**src/audio_config.svh**
```systemverilog
// Audio transmitter configuration
// Sample and slot widths, bit-clock divider and FIFO size

`ifndef AUDIO_CONFIG_SVH
`define AUDIO_CONFIG_SVH

//----------------------------------------------------------------------
// Sample format
//----------------------------------------------------------------------

// Bits per channel sample
`define SAMPLE_WIDTH 16

// Bits per channel slot on the serial line, not below SAMPLE_WIDTH
`define SLOT_WIDTH 32

//----------------------------------------------------------------------
// Clocking and buffering
//----------------------------------------------------------------------

// audioClk cycles per bclk half period
`define BCLK_HALF 4

// Stereo frames held in the sample FIFO
`define FIFO_DEPTH 4

`endif

```
**src/audioSamplePkg.sv**
```systemverilog
// Audio sample types
// Channel samples, packed stereo frames and line slots

package audioSamplePkg;

    `include "audio_config.svh"

    // One channel sample as written by the host
    typedef logic [`SAMPLE_WIDTH-1:0] sampleT;

    // Stereo frame
    // Left sample in the upper half, right in the lower half
    typedef logic [2*`SAMPLE_WIDTH-1:0] stereoFrameT;

    // One channel slot as it goes out on sdata
    // Sample at the top, zero padding below
    typedef logic [`SLOT_WIDTH-1:0] slotT;

endpackage

```
**src/i2sTimingPkg.sv**
```systemverilog
// I2S timing types
// Divider and bit counters plus the serializer state encoding

package i2sTimingPkg;

    `include "audio_config.svh"

    // Divider width, kept at one bit for a divide-by-one setup
    localparam int DivWidth = (`BCLK_HALF > 1) ? $clog2(`BCLK_HALF) : 1;

    // audioClk cycles within one bclk half period
    typedef logic [DivWidth-1:0] divCountT;

    // Bit position within a stereo frame, 0 to 2*SLOT_WIDTH-1
    typedef logic [$clog2(2*`SLOT_WIDTH)-1:0] bitIndexT;

    // Serializer FSM
    typedef enum logic
    {
        idle,
        streaming
    } serStateT;

endpackage

```
**src/sampleFifo.sv**
```systemverilog
// Stereo sample FIFO
// Circular buffer of stereo frames between the host writes and the
// serializer; writes while full are dropped

`timescale 1ns/10ps

`include "audio_config.svh"

module sampleFifo (
    input  logic                        audioClk,
    input  logic                        reset,
    input  logic                        write,
    input  audioSamplePkg::stereoFrameT writeData,
    input  logic                        pop,
    output audioSamplePkg::stereoFrameT headFrame,
    output logic                        full,
    output logic                        empty
);

    import audioSamplePkg::*;

    localparam int PtrWidth = (`FIFO_DEPTH > 1) ? $clog2(`FIFO_DEPTH) : 1;
    localparam int CountWidth = $clog2(`FIFO_DEPTH + 1);

    // Frame storage
    stereoFrameT mem [`FIFO_DEPTH];

    logic [PtrWidth-1:0]   wrPtr;
    logic [PtrWidth-1:0]   rdPtr;
    logic [CountWidth-1:0] count;
    logic                  wrEn;
    logic                  popEn;

    //----------------------------------------------------------------------
    // Qualified strobes
    //----------------------------------------------------------------------

    // Writes while full are dropped
    assign wrEn = write && !full;
    // Guard against a stray pop on an empty buffer
    assign popEn = pop && !empty;

    //----------------------------------------------------------------------
    // Storage and pointers
    //----------------------------------------------------------------------

    always_ff @(posedge audioClk)
    begin
        if (wrEn)
        begin
            mem[wrPtr] <= writeData;
        end
    end

    always_ff @(posedge audioClk)
    begin
        if (reset)
        begin
            wrPtr <= '0;
            rdPtr <= '0;
        end
        else
        begin
            // Wrap at the last entry, depth need not be a power of two
            if (wrEn)
            begin
                wrPtr <= (wrPtr == PtrWidth'(`FIFO_DEPTH - 1)) ? '0 : wrPtr + 1'b1;
            end
            if (popEn)
            begin
                rdPtr <= (rdPtr == PtrWidth'(`FIFO_DEPTH - 1)) ? '0 : rdPtr + 1'b1;
            end
        end
    end

    //----------------------------------------------------------------------
    // Occupancy and flags
    //----------------------------------------------------------------------

    always_ff @(posedge audioClk)
    begin
        if (reset)
        begin
            count <= '0;
        end
        else
        begin
            case ({wrEn, popEn})
                2'b10:   count <= count + 1'b1;
                2'b01:   count <= count - 1'b1;
                default: count <= count;
            endcase
        end
    end

    // Flags follow the count, so full rises the cycle after the last write
    assign full = (count == CountWidth'(`FIFO_DEPTH));
    assign empty = (count == '0);

    // Oldest frame, valid whenever empty is low
    assign headFrame = mem[rdPtr];

    // Serializer must only pop a frame that is there
    assert property (@(posedge audioClk) disable iff (reset) pop |-> !empty);

    // Pointers only meet when the buffer is empty or full
    assert property (@(posedge audioClk) disable iff (reset)
        (wrPtr == rdPtr) == (empty || full));

endmodule

```
**src/i2sClockGen.sv**
```systemverilog
// I2S clock generator
// Divides audioClk down to bclk and lrclk and marks each bclk fall
// and the fall that opens a new stereo frame

`timescale 1ns/10ps

`include "audio_config.svh"

module i2sClockGen (
    input  logic audioClk,
    input  logic reset,
    output logic bclk,
    output logic lrclk,
    output logic bclkFall,
    output logic frameStart
);

    import i2sTimingPkg::*;

    divCountT divCount;
    bitIndexT bitIndex;
    logic     halfTick;

    //----------------------------------------------------------------------
    // Bit clock divider
    //----------------------------------------------------------------------

    // Last audioClk cycle of a bclk half period
    assign halfTick = (divCount == divCountT'(`BCLK_HALF - 1));

    always_ff @(posedge audioClk)
    begin
        if (reset)
            divCount <= '0;
        else if (halfTick)
            divCount <= '0;
        else
            divCount <= divCount + 1'b1;
    end

    always_ff @(posedge audioClk)
    begin
        if (reset)
            bclk <= 1'b0;
        else if (halfTick)
            bclk <= ~bclk;
    end

    // bclk high and about to toggle, so it falls at this edge
    assign bclkFall = halfTick && bclk;

    //----------------------------------------------------------------------
    // Word select
    // Low for the left slot, high for the right slot
    //----------------------------------------------------------------------

    // Counts bit clocks, one step per fall
    always_ff @(posedge audioClk)
    begin
        if (reset)
            bitIndex <= '0;
        else if (bclkFall)
            bitIndex <= (bitIndex == bitIndexT'(2*`SLOT_WIDTH - 1)) ? '0 : bitIndex + 1'b1;
    end

    // Changes every SLOT_WIDTH falls
    // First fall after reset keeps it low
    always_ff @(posedge audioClk)
    begin
        if (reset)
            lrclk <= 1'b0;
        else if (bclkFall && bitIndex == '0)
            lrclk <= 1'b0;
        else if (bclkFall && bitIndex == bitIndexT'(`SLOT_WIDTH))
            lrclk <= 1'b1;
    end

    // Fall that starts the left slot
    assign frameStart = bclkFall && (bitIndex == '0);

    // Fall ends a high phase of at most BCLK_HALF cycles
    assert property (@(posedge audioClk) disable iff (reset)
        bclkFall |-> bclk && !$past(bclk, `BCLK_HALF));

    // Every frame start but the first closes a right slot
    assert property (@(posedge audioClk) disable iff (reset)
        frameStart |-> lrclk || $past(reset, 2*`BCLK_HALF));

endmodule

```
**src/i2sSerializer.sv**
```systemverilog
// I2S serializer
// Loads one stereo frame per frame start and shifts it out MSB first
// with the one-bit I2S delay; zero frame and underrun pulse when empty

`timescale 1ns/10ps

`include "audio_config.svh"

module i2sSerializer (
    input  logic                        audioClk,
    input  logic                        reset,
    input  logic                        bclkFall,
    input  logic                        frameStart,
    input  audioSamplePkg::stereoFrameT headFrame,
    input  logic                        fifoEmpty,
    output logic                        fifoPop,
    output logic                        sdata,
    output logic                        underrun
);

    import audioSamplePkg::*;
    import i2sTimingPkg::*;

    localparam int FrameBits = 2 * `SLOT_WIDTH;

    serStateT             state;
    logic [FrameBits-1:0] shiftReg;
    logic [FrameBits-1:0] nextFrame;
    sampleT               leftSample;
    sampleT               rightSample;

    // Sample at the top of the slot, zeros below
    function automatic slotT padSlot(input sampleT sample);
        slotT slot;
        slot = '0;
        slot[`SLOT_WIDTH-1 -: `SAMPLE_WIDTH] = sample;
        return slot;
    endfunction

    //----------------------------------------------------------------------
    // Frame fetch
    //----------------------------------------------------------------------

    // Left channel in the upper half of the frame
    assign leftSample = headFrame[2*`SAMPLE_WIDTH-1 -: `SAMPLE_WIDTH];
    assign rightSample = headFrame[`SAMPLE_WIDTH-1:0];

    // Silent frame when nothing is waiting
    assign nextFrame = fifoEmpty ? '0 : {padSlot(leftSample), padSlot(rightSample)};

    // Pop and underrun share the frame start cycle
    assign fifoPop = frameStart && !fifoEmpty;
    assign underrun = frameStart && fifoEmpty;

    //----------------------------------------------------------------------
    // Serializer FSM
    //----------------------------------------------------------------------

    always_ff @(posedge audioClk)
    begin
        if (reset)
        begin
            state <= idle;
        end
        else
        begin
            case (state)
                idle:
                begin
                    // First frame start begins the stream
                    if (frameStart)
                        state <= streaming;
                end
                streaming: state <= streaming;
                default:   state <= idle;
            endcase
        end
    end

    //----------------------------------------------------------------------
    // Shift path
    //----------------------------------------------------------------------

    // Reload on frame start, shift left on every other fall
    always_ff @(posedge audioClk)
    begin
        if (frameStart)
            shiftReg <= nextFrame;
        else if (bclkFall)
            shiftReg <= {shiftReg[FrameBits-2:0], 1'b0};
    end

    // One fall behind the shift register, giving the I2S delay bit
    // On frame start this sends the last right bit of the old frame
    always_ff @(posedge audioClk)
    begin
        if (reset)
            sdata <= 1'b0;
        else if (bclkFall)
            sdata <= (state == streaming) ? shiftReg[FrameBits-1] : 1'b0;
    end

    // Only the last right bit is left when the next frame loads
    assert property (@(posedge audioClk) disable iff (reset)
        (frameStart && state == streaming) |-> (shiftReg[FrameBits-2:0] == '0));

endmodule

```
**src/i2sTransmitter.sv**
```systemverilog
// I2S transmitter top level
// Sample FIFO feeding a serializer paced by the I2S clock generator

`timescale 1ns/10ps

module i2sTransmitter (
    input  logic                        audioClk,
    input  logic                        reset,
    input  logic                        sampleWrite,
    input  audioSamplePkg::stereoFrameT sampleData,
    output logic                        fifoFull,
    output logic                        bclk,
    output logic                        lrclk,
    output logic                        sdata,
    output logic                        underrun
);

    import audioSamplePkg::*;

    // FIFO to serializer
    stereoFrameT headFrame;
    logic        fifoEmpty;
    logic        fifoPop;

    // Clock generator strobes
    logic        bclkFall;
    logic        frameStart;

    sampleFifo fifo (
        .audioClk  (audioClk),
        .reset     (reset),
        .write     (sampleWrite),
        .writeData (sampleData),
        .pop       (fifoPop),
        .headFrame (headFrame),
        .full      (fifoFull),
        .empty     (fifoEmpty)
    );

    i2sClockGen clockGen (
        .audioClk   (audioClk),
        .reset      (reset),
        .bclk       (bclk),
        .lrclk      (lrclk),
        .bclkFall   (bclkFall),
        .frameStart (frameStart)
    );

    i2sSerializer serializer (
        .audioClk   (audioClk),
        .reset      (reset),
        .bclkFall   (bclkFall),
        .frameStart (frameStart),
        .headFrame  (headFrame),
        .fifoEmpty  (fifoEmpty),
        .fifoPop    (fifoPop),
        .sdata      (sdata),
        .underrun   (underrun)
    );

endmodule

```
**config.mk**
```make
export PLATFORM = sky130hd
export DESIGN_NAME = i2sTransmitter
export DESIGN_NICKNAME = d
export VERILOG_FILES = /design/src/audioSamplePkg.sv /design/src/i2sTimingPkg.sv /design/src/sampleFifo.sv /design/src/i2sClockGen.sv /design/src/i2sSerializer.sv /design/src/i2sTransmitter.sv
export VERILOG_INCLUDE_DIRS = /design/src
export SDC_FILE = /design/constraint.sdc
export NUM_CORES = 1
export LEC_CHECK = 0
export ABC_AREA = 1
export BUFFER_PORTS_ARGS = -buffer_cell sky130_fd_sc_hd__buf_2
export CAP_MARGIN = 5
export CORE_MARGIN = 3
export CORE_UTILIZATION = 30
export DETAILED_ROUTE_END_ITERATION = 8
export PLACE_DENSITY = 0.52
export REMOVE_ABC_BUFFERS = 1
export SYNTH_ARGS = -nofsm -noshare
export SYNTH_HDL_FRONTEND = slang
export SYNTH_HIERARCHICAL = 1
export SYNTH_SLANG_ARGS = --single-unit
```
**constraint.sdc**
```tcl
create_clock -name audioClk -period 9 [get_ports audioClk]
set_clock_uncertainty 0.2 [all_clocks]
set_input_delay 2.7 -clock audioClk [delete_from_list [all_inputs] [get_ports audioClk]]
set_output_delay 2.7 -clock audioClk [all_outputs]
set_load 0.02 [all_outputs]
```
Word-level counts from Yosys, hierarchy flattened. Memory sizes are Yosys's and may differ from the RTL's. A register that Yosys moved wholly into a read port is not among the register bits. Index checks and enable logic that the tools add are counted.

Flip-flop bits (word level): 83. RAM bits: 128. Input port bits: 35. Output and inout bits: 5. Logic and storage cells: 56. Memories: 1.

Add/subtract/negate cells: 6. Equal/unequal tests: 8. Mux-type cells: 14. Bitwise logic cells: 2. Reduce and logical (&&, ||, !) cells: 15.

Memories: fifo.mem (depth 4, width 32, read ports 1, clocked after memory_dff 1, write ports 1, line sampleFifo.sv:26) `` stereoFrameT mem [`FIFO_DEPTH]; ``.

Operators with widths (count): two-way mux 64 bit (3); == test 6 bit (second input constant) (2); == test 2 bit (second input constant) (4); two-way mux 2 bit (4); logical AND 1 bit (7); adder 2 x 1 -> 2 bit (second input constant) (3); adder 6 x 1 -> 6 bit (second input constant) (1); zero test 6 bit (1); two-way mux 6 bit (1); case mux 3 bit (2 select lines) (1); two-way mux 1 bit (4); nonzero test 2 bit (2); OR reduction 2 bit (2); adder 3 x 1 -> 3 bit (second input constant) (1); == test 3 bit (second input constant) (1); zero test 3 bit (1); subtractor 3 x 1 -> 3 bit (second input constant) (1); == test 2 x 1 -> 1 bit (second input constant) (1); zero test 1 bit (2); NOT 1 bit (2); case mux 1 bit (2 select lines) (1).

Depth between registers and ports, before layout. Gate-level depths: netlist of the first run.

Depth after elaboration: 7. Depth in mapped cells: 19. Depth with buffers taken out: 18.

Hierarchy. Netlist of the first run, hierarchy kept.

Modules (own cells, without submodules): sampleFifo (times used 1, cells an instance 381, area each 5283.8 µm², seq. area each 4023.9 µm²); i2sSerializer (times used 1, cells an instance 198, area each 2118.3 µm², seq. area each 1481.4 µm²); i2sClockGen (times used 1, cells an instance 73, area each 514.2 µm², seq. area each 200.2 µm²).

Worst setup path after synthesis of the first run. Ideal clock, no wire load.

Path type: input-to-reg. Start point: in sampleWrite. End point: mem fifo/mem[3][0] (netlist name), enable pin. Library setup time: 0.421 ns. Arrival: 4.153 ns. Required time: 8.379 ns. Path slack: 4.226 ns. Stages: 2. Path buffers: 0. Cell sequence: nand2_2 nor2_1.

Cells in the longest elaborated chain, start to end: 3.

Ends and longest elaborated chain: start, declared (line i2sTransmitter.sv:9) `input logic sampleWrite,`; logical AND 1 bit (line sampleFifo.sv:39) `assign wrEn = write && !full;`; two-way mux 1 bit (line sampleFifo.sv:49) `if (wrEn)`; two-way mux 1 bit (implied by the code) (line sampleFifo.sv:51) `mem[wrPtr] <= writeData;`; end, declared (line sampleFifo.sv:26).

No other way between the ends.

Worst setup path after layout of the first run.
Start point: reg clockGen.divCount[0]. End point: out underrun.

Cells in the longest elaborated chain, start to end: 4.

Ends and longest elaborated chain: start, declared (line i2sClockGen.sv:20) `divCountT divCount;`; start signal, assigned (line i2sClockGen.sv:38) `divCount <= divCount + 1'b1;`; == test 2 bit (line i2sClockGen.sv:29) `` assign halfTick = (divCount == divCountT'(`BCLK_HALF - 1)); ``; logical AND 1 bit (line i2sClockGen.sv:50) `assign bclkFall = halfTick && bclk;`; named net bclkFall (line i2sTransmitter.sv:26) `logic bclkFall;`; logical AND 1 bit (line i2sClockGen.sv:79) `assign frameStart = bclkFall && (bitIndex == '0);`; named net frameStart (line i2sTransmitter.sv:27) `logic frameStart;`; logical AND 1 bit (line i2sSerializer.sv:53) `assign underrun = frameStart && fifoEmpty;`; end, declared (line i2sTransmitter.sv:15) `output logic underrun`.

The timed path passes the listed nets, and every way through them passes these cells.

==> results of run 1 <==
logic make-up after synthesis:
| logic type | count (synthesis) |
|---|---|
| AOI/OAI and AO/OA | 145 |
| adders and majority gates | 10 |
| buffers and inverters | 115 |
| DFF | 197 |
| and+or+nand+nor | 185 |
worst max-delay path, stage by stage, from the launching register on:
cell	delay, ns
dfxtp_1	0.34
ha_1	0.29
nand2_4	0.12
inv_6	0.10
nand4_1	0.10
inv_1	0.49
nand2_1	0.11
inv_1	0.07
buf_2	0.16
area by class of cell:
| class | count | area (µm²) |
|---|---|---|
| multi-input cells | 340 | 1680 |
| inverters | 88 | 345 |
| repair buffers | 45 | 240 |
| flip-flops and latches | 197 | 5710 |
| clock inverters | 15 | 190 |
| well taps | 330 | 413 |
| fillers | 2556 | 16500 |
| clock buffers | 17 | 425 |
power groups by stage:
stage | registers, mW | logic (mW) | clock network (mW)
3_5_place_dp | 1.06 | 0.0734 | 0
5_1_grt | 1.04 | 0.0820 | 0.848
3_3_place_gp | 1.06 | 0.0727 | 0
2_1_floorplan | 1.06 | 0.0388 | 0
4_1_cts | 1.03 | 0.0737 | 0.802
6_report | 1.03 | 0.0719 | 0.782
routing by layer:
layer / track usage, % / vias to the layer above / wire (µm)
li1: - / 2328 / -
met5: 0 / - / 0
met2: 17.9 / 68 / 7400
met4: 2.81 / 0 / 70
met1: 14.8 / 2217 / 7420
met3: 2.98 / 4 / 441
state kept, by name (all words and copies together), names as in the netlist, named ones only:
name,count
serializer/sdata,1
clockGen/divCount,2
clockGen/lrclk,1
serializer/shiftReg,48
fifo/rdPtr,2
fifo/count,3
fifo/mem,128
clockGen/bitIndex,6
clockGen/bclk,1
fifo/wrPtr,2
serializer/state,1
through the flow:
stage	worst slack [ns]	instance area [µm²]	power, mW
after global placement	4.38	8380	1.13
final	3.89	9000	1.89
after floorplan	4.23	7690	1.09
after CTS	3.82	9000	1.91
after detailed placement	4.31	8380	1.13
after global routing	3.65	9000	1.97
cell usage in the layout, fill, tap and decap left out, types with 3 or more instances in the layout:
cell,netlist,routed
o22ai_1,32,32
inv_8,1,4
nor2_1,107,103
a21oi_1,10,10
nand2_1,62,61
nand3_1,5,5
edfxtp_1,176,176
nor2_4,0,4
o21ai_0,44,44
buf_4,3,6
inv_6,1,4
clkbuf_16,0,17
inv_1,84,84
o21ai_1,57,57
ha_1,9,9
nand2_2,2,3
dfxtp_1,21,20
buf_2,10,39
worst max-delay path by stage:
stage | startpoint | endpoint | cells after the start
final | clockGen/divCount[0] | underrun | 8
after global routing | clockGen/divCount[0] | underrun | 8
after CTS | clockGen/divCount[0] | underrun | 8
after detailed placement | clockGen/divCount[0] | underrun | 8
after global placement | clockGen/divCount[0] | underrun | 8
after floorplan | sampleWrite | fifo/mem[3][0] | 2
==> reports/metrics.yaml, run 1 <==
leakage_nw: 3.46
power.density_nw_per_um2: 210
antenna_found_initial: 0
synth-async-reset-ratio_pct: 0
min_path_cells: 1
antenna_left: 0
yosys.area_share.xor_xnor_pct: 0
synth_edf_count: 176
io_buffers: 39
regToRegEndpoint: "fifo/count[2]"
synth_largest_area_cell: "edfxtp_1"
clk_pin_slew_worst_paths_ns: 0.08
synth_top_family_by_area: "compound AO/OA/AOI/OAI gates"
die_h_um: 168
hpwlAfterDp_mm: 8.19
dieArea_um2: 28400
fin_cells: 1032
required_ns: 6.10
synthToLayoutAreaGrowth_pct: 13.6
ir_worst_vdd_v: 0.000121
avgViaCountPerCell: 4.47
wirelength_mm: 15.3
synth-compound-area-share_pct: 9.74
grt.total_usage_pct: 11.0
clock_latency_ns: 0.43
tritoncts: "done"
pin_count: 40
cts_resized: 0
yosysSeqAreaShare_pct: 72.1
globalRouteOverflowTotal: 0
fin_util_pct: 35.2
placed_cells: 1000
tightest_slew_ns: 1.11
cts_sinks: 197
fin_crit_sh_pct: 56.8
synthTopCellsByArea: "edfxtp_1 67%, dfxtp_1 5.3%, nor2_1 5.1%"
slew_headroom_pct: 25.7
fin_setup_tns_ns: 0
synthSimpleGateAreaFrac_pct: 9.34
initial_core_util_pct: 31.0
r2r_slack_ns: 5.65
ys.flop_type: "edfxtp_1"
row_count: 58
cp-end-kind: "output pin"
internal-power_mw: 1.47
synthAdderAreaFrac_pct: 1.68
maxSlewViolCount: 0
switching_share_pct: 22.1
antennaDiodeCount: 0
post_synth.cell_area_avg_um2: 12.1
drc: 0
cp-start-kind: "register"
htree_num_levels: 4
drv_cap: 0
post_cts_buffers: 0
cts_buffers: 17
drive_gt1_share_pct: 13.1
vias: 4617
gp_congestion: 0.771
synth_common_cells: "176 x edfxtp_1, 107 x nor2_1, 84 x inv_1"
drtIter0Drc: 302
synth.top_cell.area_share_pct: 66.8
synth_cell_types: 29
fin_hold_ws_ns: 0.232
finalSetupViolCount: 0
r2r-start: "clockGen/divCount[0]"
dieWidth_um: 168
syn-instance-count: 652
p_sw_mw: 0.417
worstSetupPathType: "register to output pin"
netlist_area_um2: 7920
ctsRootBufferMaster: "clkbuf_16"
rsz0062_at_grt: "false"
first_global_vias: 4490
clkPwrFrac_pct: 41.4
wl_per_cell_um: 14.9
core_um2: 25500
finalCriticalPeriod_ns: 5.11
ys_warn_count: 6
nets: 734
fmax_mhz: 196
grt_max_degree: 66
arrival_ns: 2.21
synthMostInstantiatedCell: "edfxtp_1"
hold_viol_final: 0
holdBufCountCts: 0
synth-seq-cells: 197
muxShareOfSynthArea_pct: 0
critPathMaxFanout: 20
min_from: "clockGen/divCount[0]"
comb_power_share_pct: 3.8
worstRegToRegCells: 18
p_seq_share_pct: 54.8
min_path_type: "register to register"
cts_max_path_buffers: 2
outcome: "finished, final reports clean"
drtPass1Iterations: 4
hold_path_end: "clockGen/divCount[0]"
grt_pass1_wl_mm: 24.5
No activity file was read; power rests on OpenSTA's default activity.
==> inputs of run 2 (changes only) <==
- ABC_AREA: 1 -> 0
- PLACE_DENSITY: 0.52 -> 0.54
- clock period: 9 -> 4.2 ns (I/O delays scaled with it)
==> reports/metrics.yaml, run 2 <==
antenna_found_initial: 3  # +3
ir_worst_vdd_v: 0.000239  # +98%
min_from: "clockGen/divCount[0]"
avgViaCountPerCell: 4.55  # +1.8%
min_path_cells: 1  # unchanged
synth-seq-cells: 197  # unchanged
worstSetupPathType: "register to output pin"
synthMostInstantiatedCell: "edfxtp_1"
drv_cap: 0  # unchanged
dieArea_um2: 27100  # -4.4%
gp_congestion: 0.715  # -7.2%
fin_hold_ws_ns: 0.231  # -0.000164 ns
cts_resized: 0  # unchanged
maxSlewViolCount: 0  # unchanged
clock_latency_ns: 0.43  # about the same
synth_common_cells: "176 x edfxtp_1, 32 x mux4_2, 29 x a22o_1"
ys_warn_count: 6  # unchanged
nets: 484  # -34%
ctsRootBufferMaster: "clkbuf_16"
arrival_ns: 2.20  # about the same
ys.flop_type: "edfxtp_1"
clk_pin_slew_worst_paths_ns: 0.07  # about the same
dieWidth_um: 165  # -2.2%
leakage_nw: 2.86  # -17%
yosysSeqAreaShare_pct: 75.5  # +3.5 points
cp-start-kind: "register"
syn-instance-count: 394  # -40%
wl_per_cell_um: 16.2  # +9.4%
synth-async-reset-ratio_pct: 0  # unchanged
first_global_vias: 3729  # -17%
tightest_slew_ns: 0.944  # -0.168 ns
synth_edf_count: 176  # unchanged
synth_cell_types: 42  # +45%
finalCriticalPeriod_ns: 3.66
hpwlAfterDp_mm: 7.17  # -12%
hold_path_end: "clockGen/divCount[0]"
synthToLayoutAreaGrowth_pct: 15.1
drc: 0  # unchanged
die_h_um: 165  # -2.2%
reg_top3: "fifo/mem: 128 flops, serializer/shiftReg: 48 flops, clockGen/bitIndex: 6 flops"
fin_util_pct: 35.4  # +0.23 points
hold_viol_final: 0  # unchanged
drtPass1Iterations: 4  # unchanged
row_count: 57  # -1.7%
synth_largest_area_cell: "edfxtp_1"
synthTopCellsByArea: "edfxtp_1 70%, mux4_2 9.5%, dfxtp_1 5.6%"
cts_buffers: 17  # unchanged
initial_core_util_pct: 30.8  # -0.20 points
post_synth.cell_area_avg_um2: 19.2  # +58%
n_fill_cell: 2286  # -11%
worstRegToRegCells: 14  # -4
grt_pass1_wl_mm: 20.2  # -17%
io_buffers: 39  # unchanged
htree_num_levels: 4  # unchanged
outcome: "finished, final reports clean"
drtIter0Drc: 249  # -18%
cts_max_path_buffers: 2  # unchanged
wirelength_mm: 12.6  # -18%
min_path_type: "register to register"
antennaDiodeCount: 0  # unchanged
synth.top_cell.area_share_pct: 70.0  # +3.2 points
grt.total_usage_pct: 10.0  # -1.0 points
netlist_area_um2: 7550  # -4.6%
required_ns: 2.74  # -3.36 ns
power.density_nw_per_um2: 464  # +120%
globalRouteOverflowTotal: 0  # unchanged
holdBufCountCts: 0  # unchanged
final_common_cell: "edfxtp_1"
regToRegEndpoint: "fifo/count[2]"
r2r_slack_ns: 1.05  # -4.60 ns
grt_max_degree: 34  # -48%
core_um2: 24500  # -4.0%
rsz0062_at_grt: "false"
r2r-start: "clockGen/divCount[0]"
cp-end-kind: "output pin"
tritoncts: "done"
fmax_mhz: 273
drive_gt1_share_pct: 26.2  # +13 points
critPathMaxFanout: 24  # +20%
cts_sinks: 197  # unchanged
post_cts_buffers: 0  # unchanged
largest_reg_flops: 128  # unchanged
pin_count: 40  # unchanged
fin_crit_sh_pct: 87.2
vias: 3529  # -24%
largest_register: "fifo/mem"
finalSetupViolCount: 0  # unchanged
layout_common_cells: "176 x edfxtp_1, 39 x buf_2, 32 x mux4_2, 29 x a22o_1, 20 x dfxtp_1"
slew_headroom_pct: 37.1  # +11 points
antenna_left: 0  # unchanged
[run 2: cell types whose count changed after synthesis, moves of 14 or more]
| cell | delta |
|---|---|
| o21ai_0 | -40 |
| o21ai_1 | -57 |
| o22ai_1 | -32 |
| mux4_2 | +32 |
| nor2_1 | -98 |
| nand2_1 | -54 |
| nor2b_1 | +14 |
| a22o_1 | +29 |
| inv_1 | -71 |
[run 2: layout make-up]
type	count	area, µm²	area share, %
Multi-Input combinational cell	164	1670	19.2
Timing Repair Buffer	45	240	2.76
Tap cell	324	405	4.66
Clock buffer	17	425	4.89
Sequential cell	197	5710	65.6
Clock inverter	14	193	2.22
Inverter	14	52.6	0.604
[run 2: cell families after synthesis]
logic type,after synthesis,synth area share (%)
multiplexers,34,9.81
flip-flops,197,75.5
buffers and inverters,33,2.32
XOR/XNOR,5,0.580
AO/OA/AOI/OAI,45,4.62
adder cells (fa/ha/maj),10,1.76
AND/OR/NAND/NOR,70,5.38
[run 2: metal layers]
layer,wire length (µm),track usage (%)
met5,34,0
met4,89,2.40
met3,611,3.79
met2,6270,16.4
met1,5590,12.6
[run 2: power breakdown]
| group | switching [mW] | total [mW] | internal [mW] |
|---|---|---|---|
| combinational | 0.0792 | 0.135 | 0.0554 |
| clock | 0.728 | 1.68 | 0.956 |
| sequential | 0.0201 | 2.22 | 2.20 |
[run 2: through the flow]
stage,setup TNS (ns),setup slack [ns],power (mW),cell area (µm²),instances
after floorplan,-0.0474,-0.0474,2.33,7430,375
after global placement,0,1.01,2.39,8080,744
after CTS,0,0.469,4.09,8700,775
after global routing,0,0.214,4.20,8700,775
after detailed placement,0,0.947,2.40,8080,744
final,0,0.538,4.04,8700,775
[run 2: worst max path at each step]
stage | end | from
detailed placement | underrun | clockGen/divCount[0]
CTS | underrun | clockGen/divCount[0]
finish | underrun | clockGen/divCount[0]
floorplan | fifo/count[2] | clockGen/divCount[0]
global route | underrun | clockGen/divCount[0]
global placement | underrun | clockGen/divCount[0]
[run 2: worst max-delay path, cell delays in order (launching register included)]
cell and delay [ns]:
dfxtp_1 0.34, ha_1 0.30, nand2_1 0.15, inv_1 0.17, nand2_1 0.11, nor2_1 0.14, buf_4 0.26, and2_1 0.15
buf_2 0.16
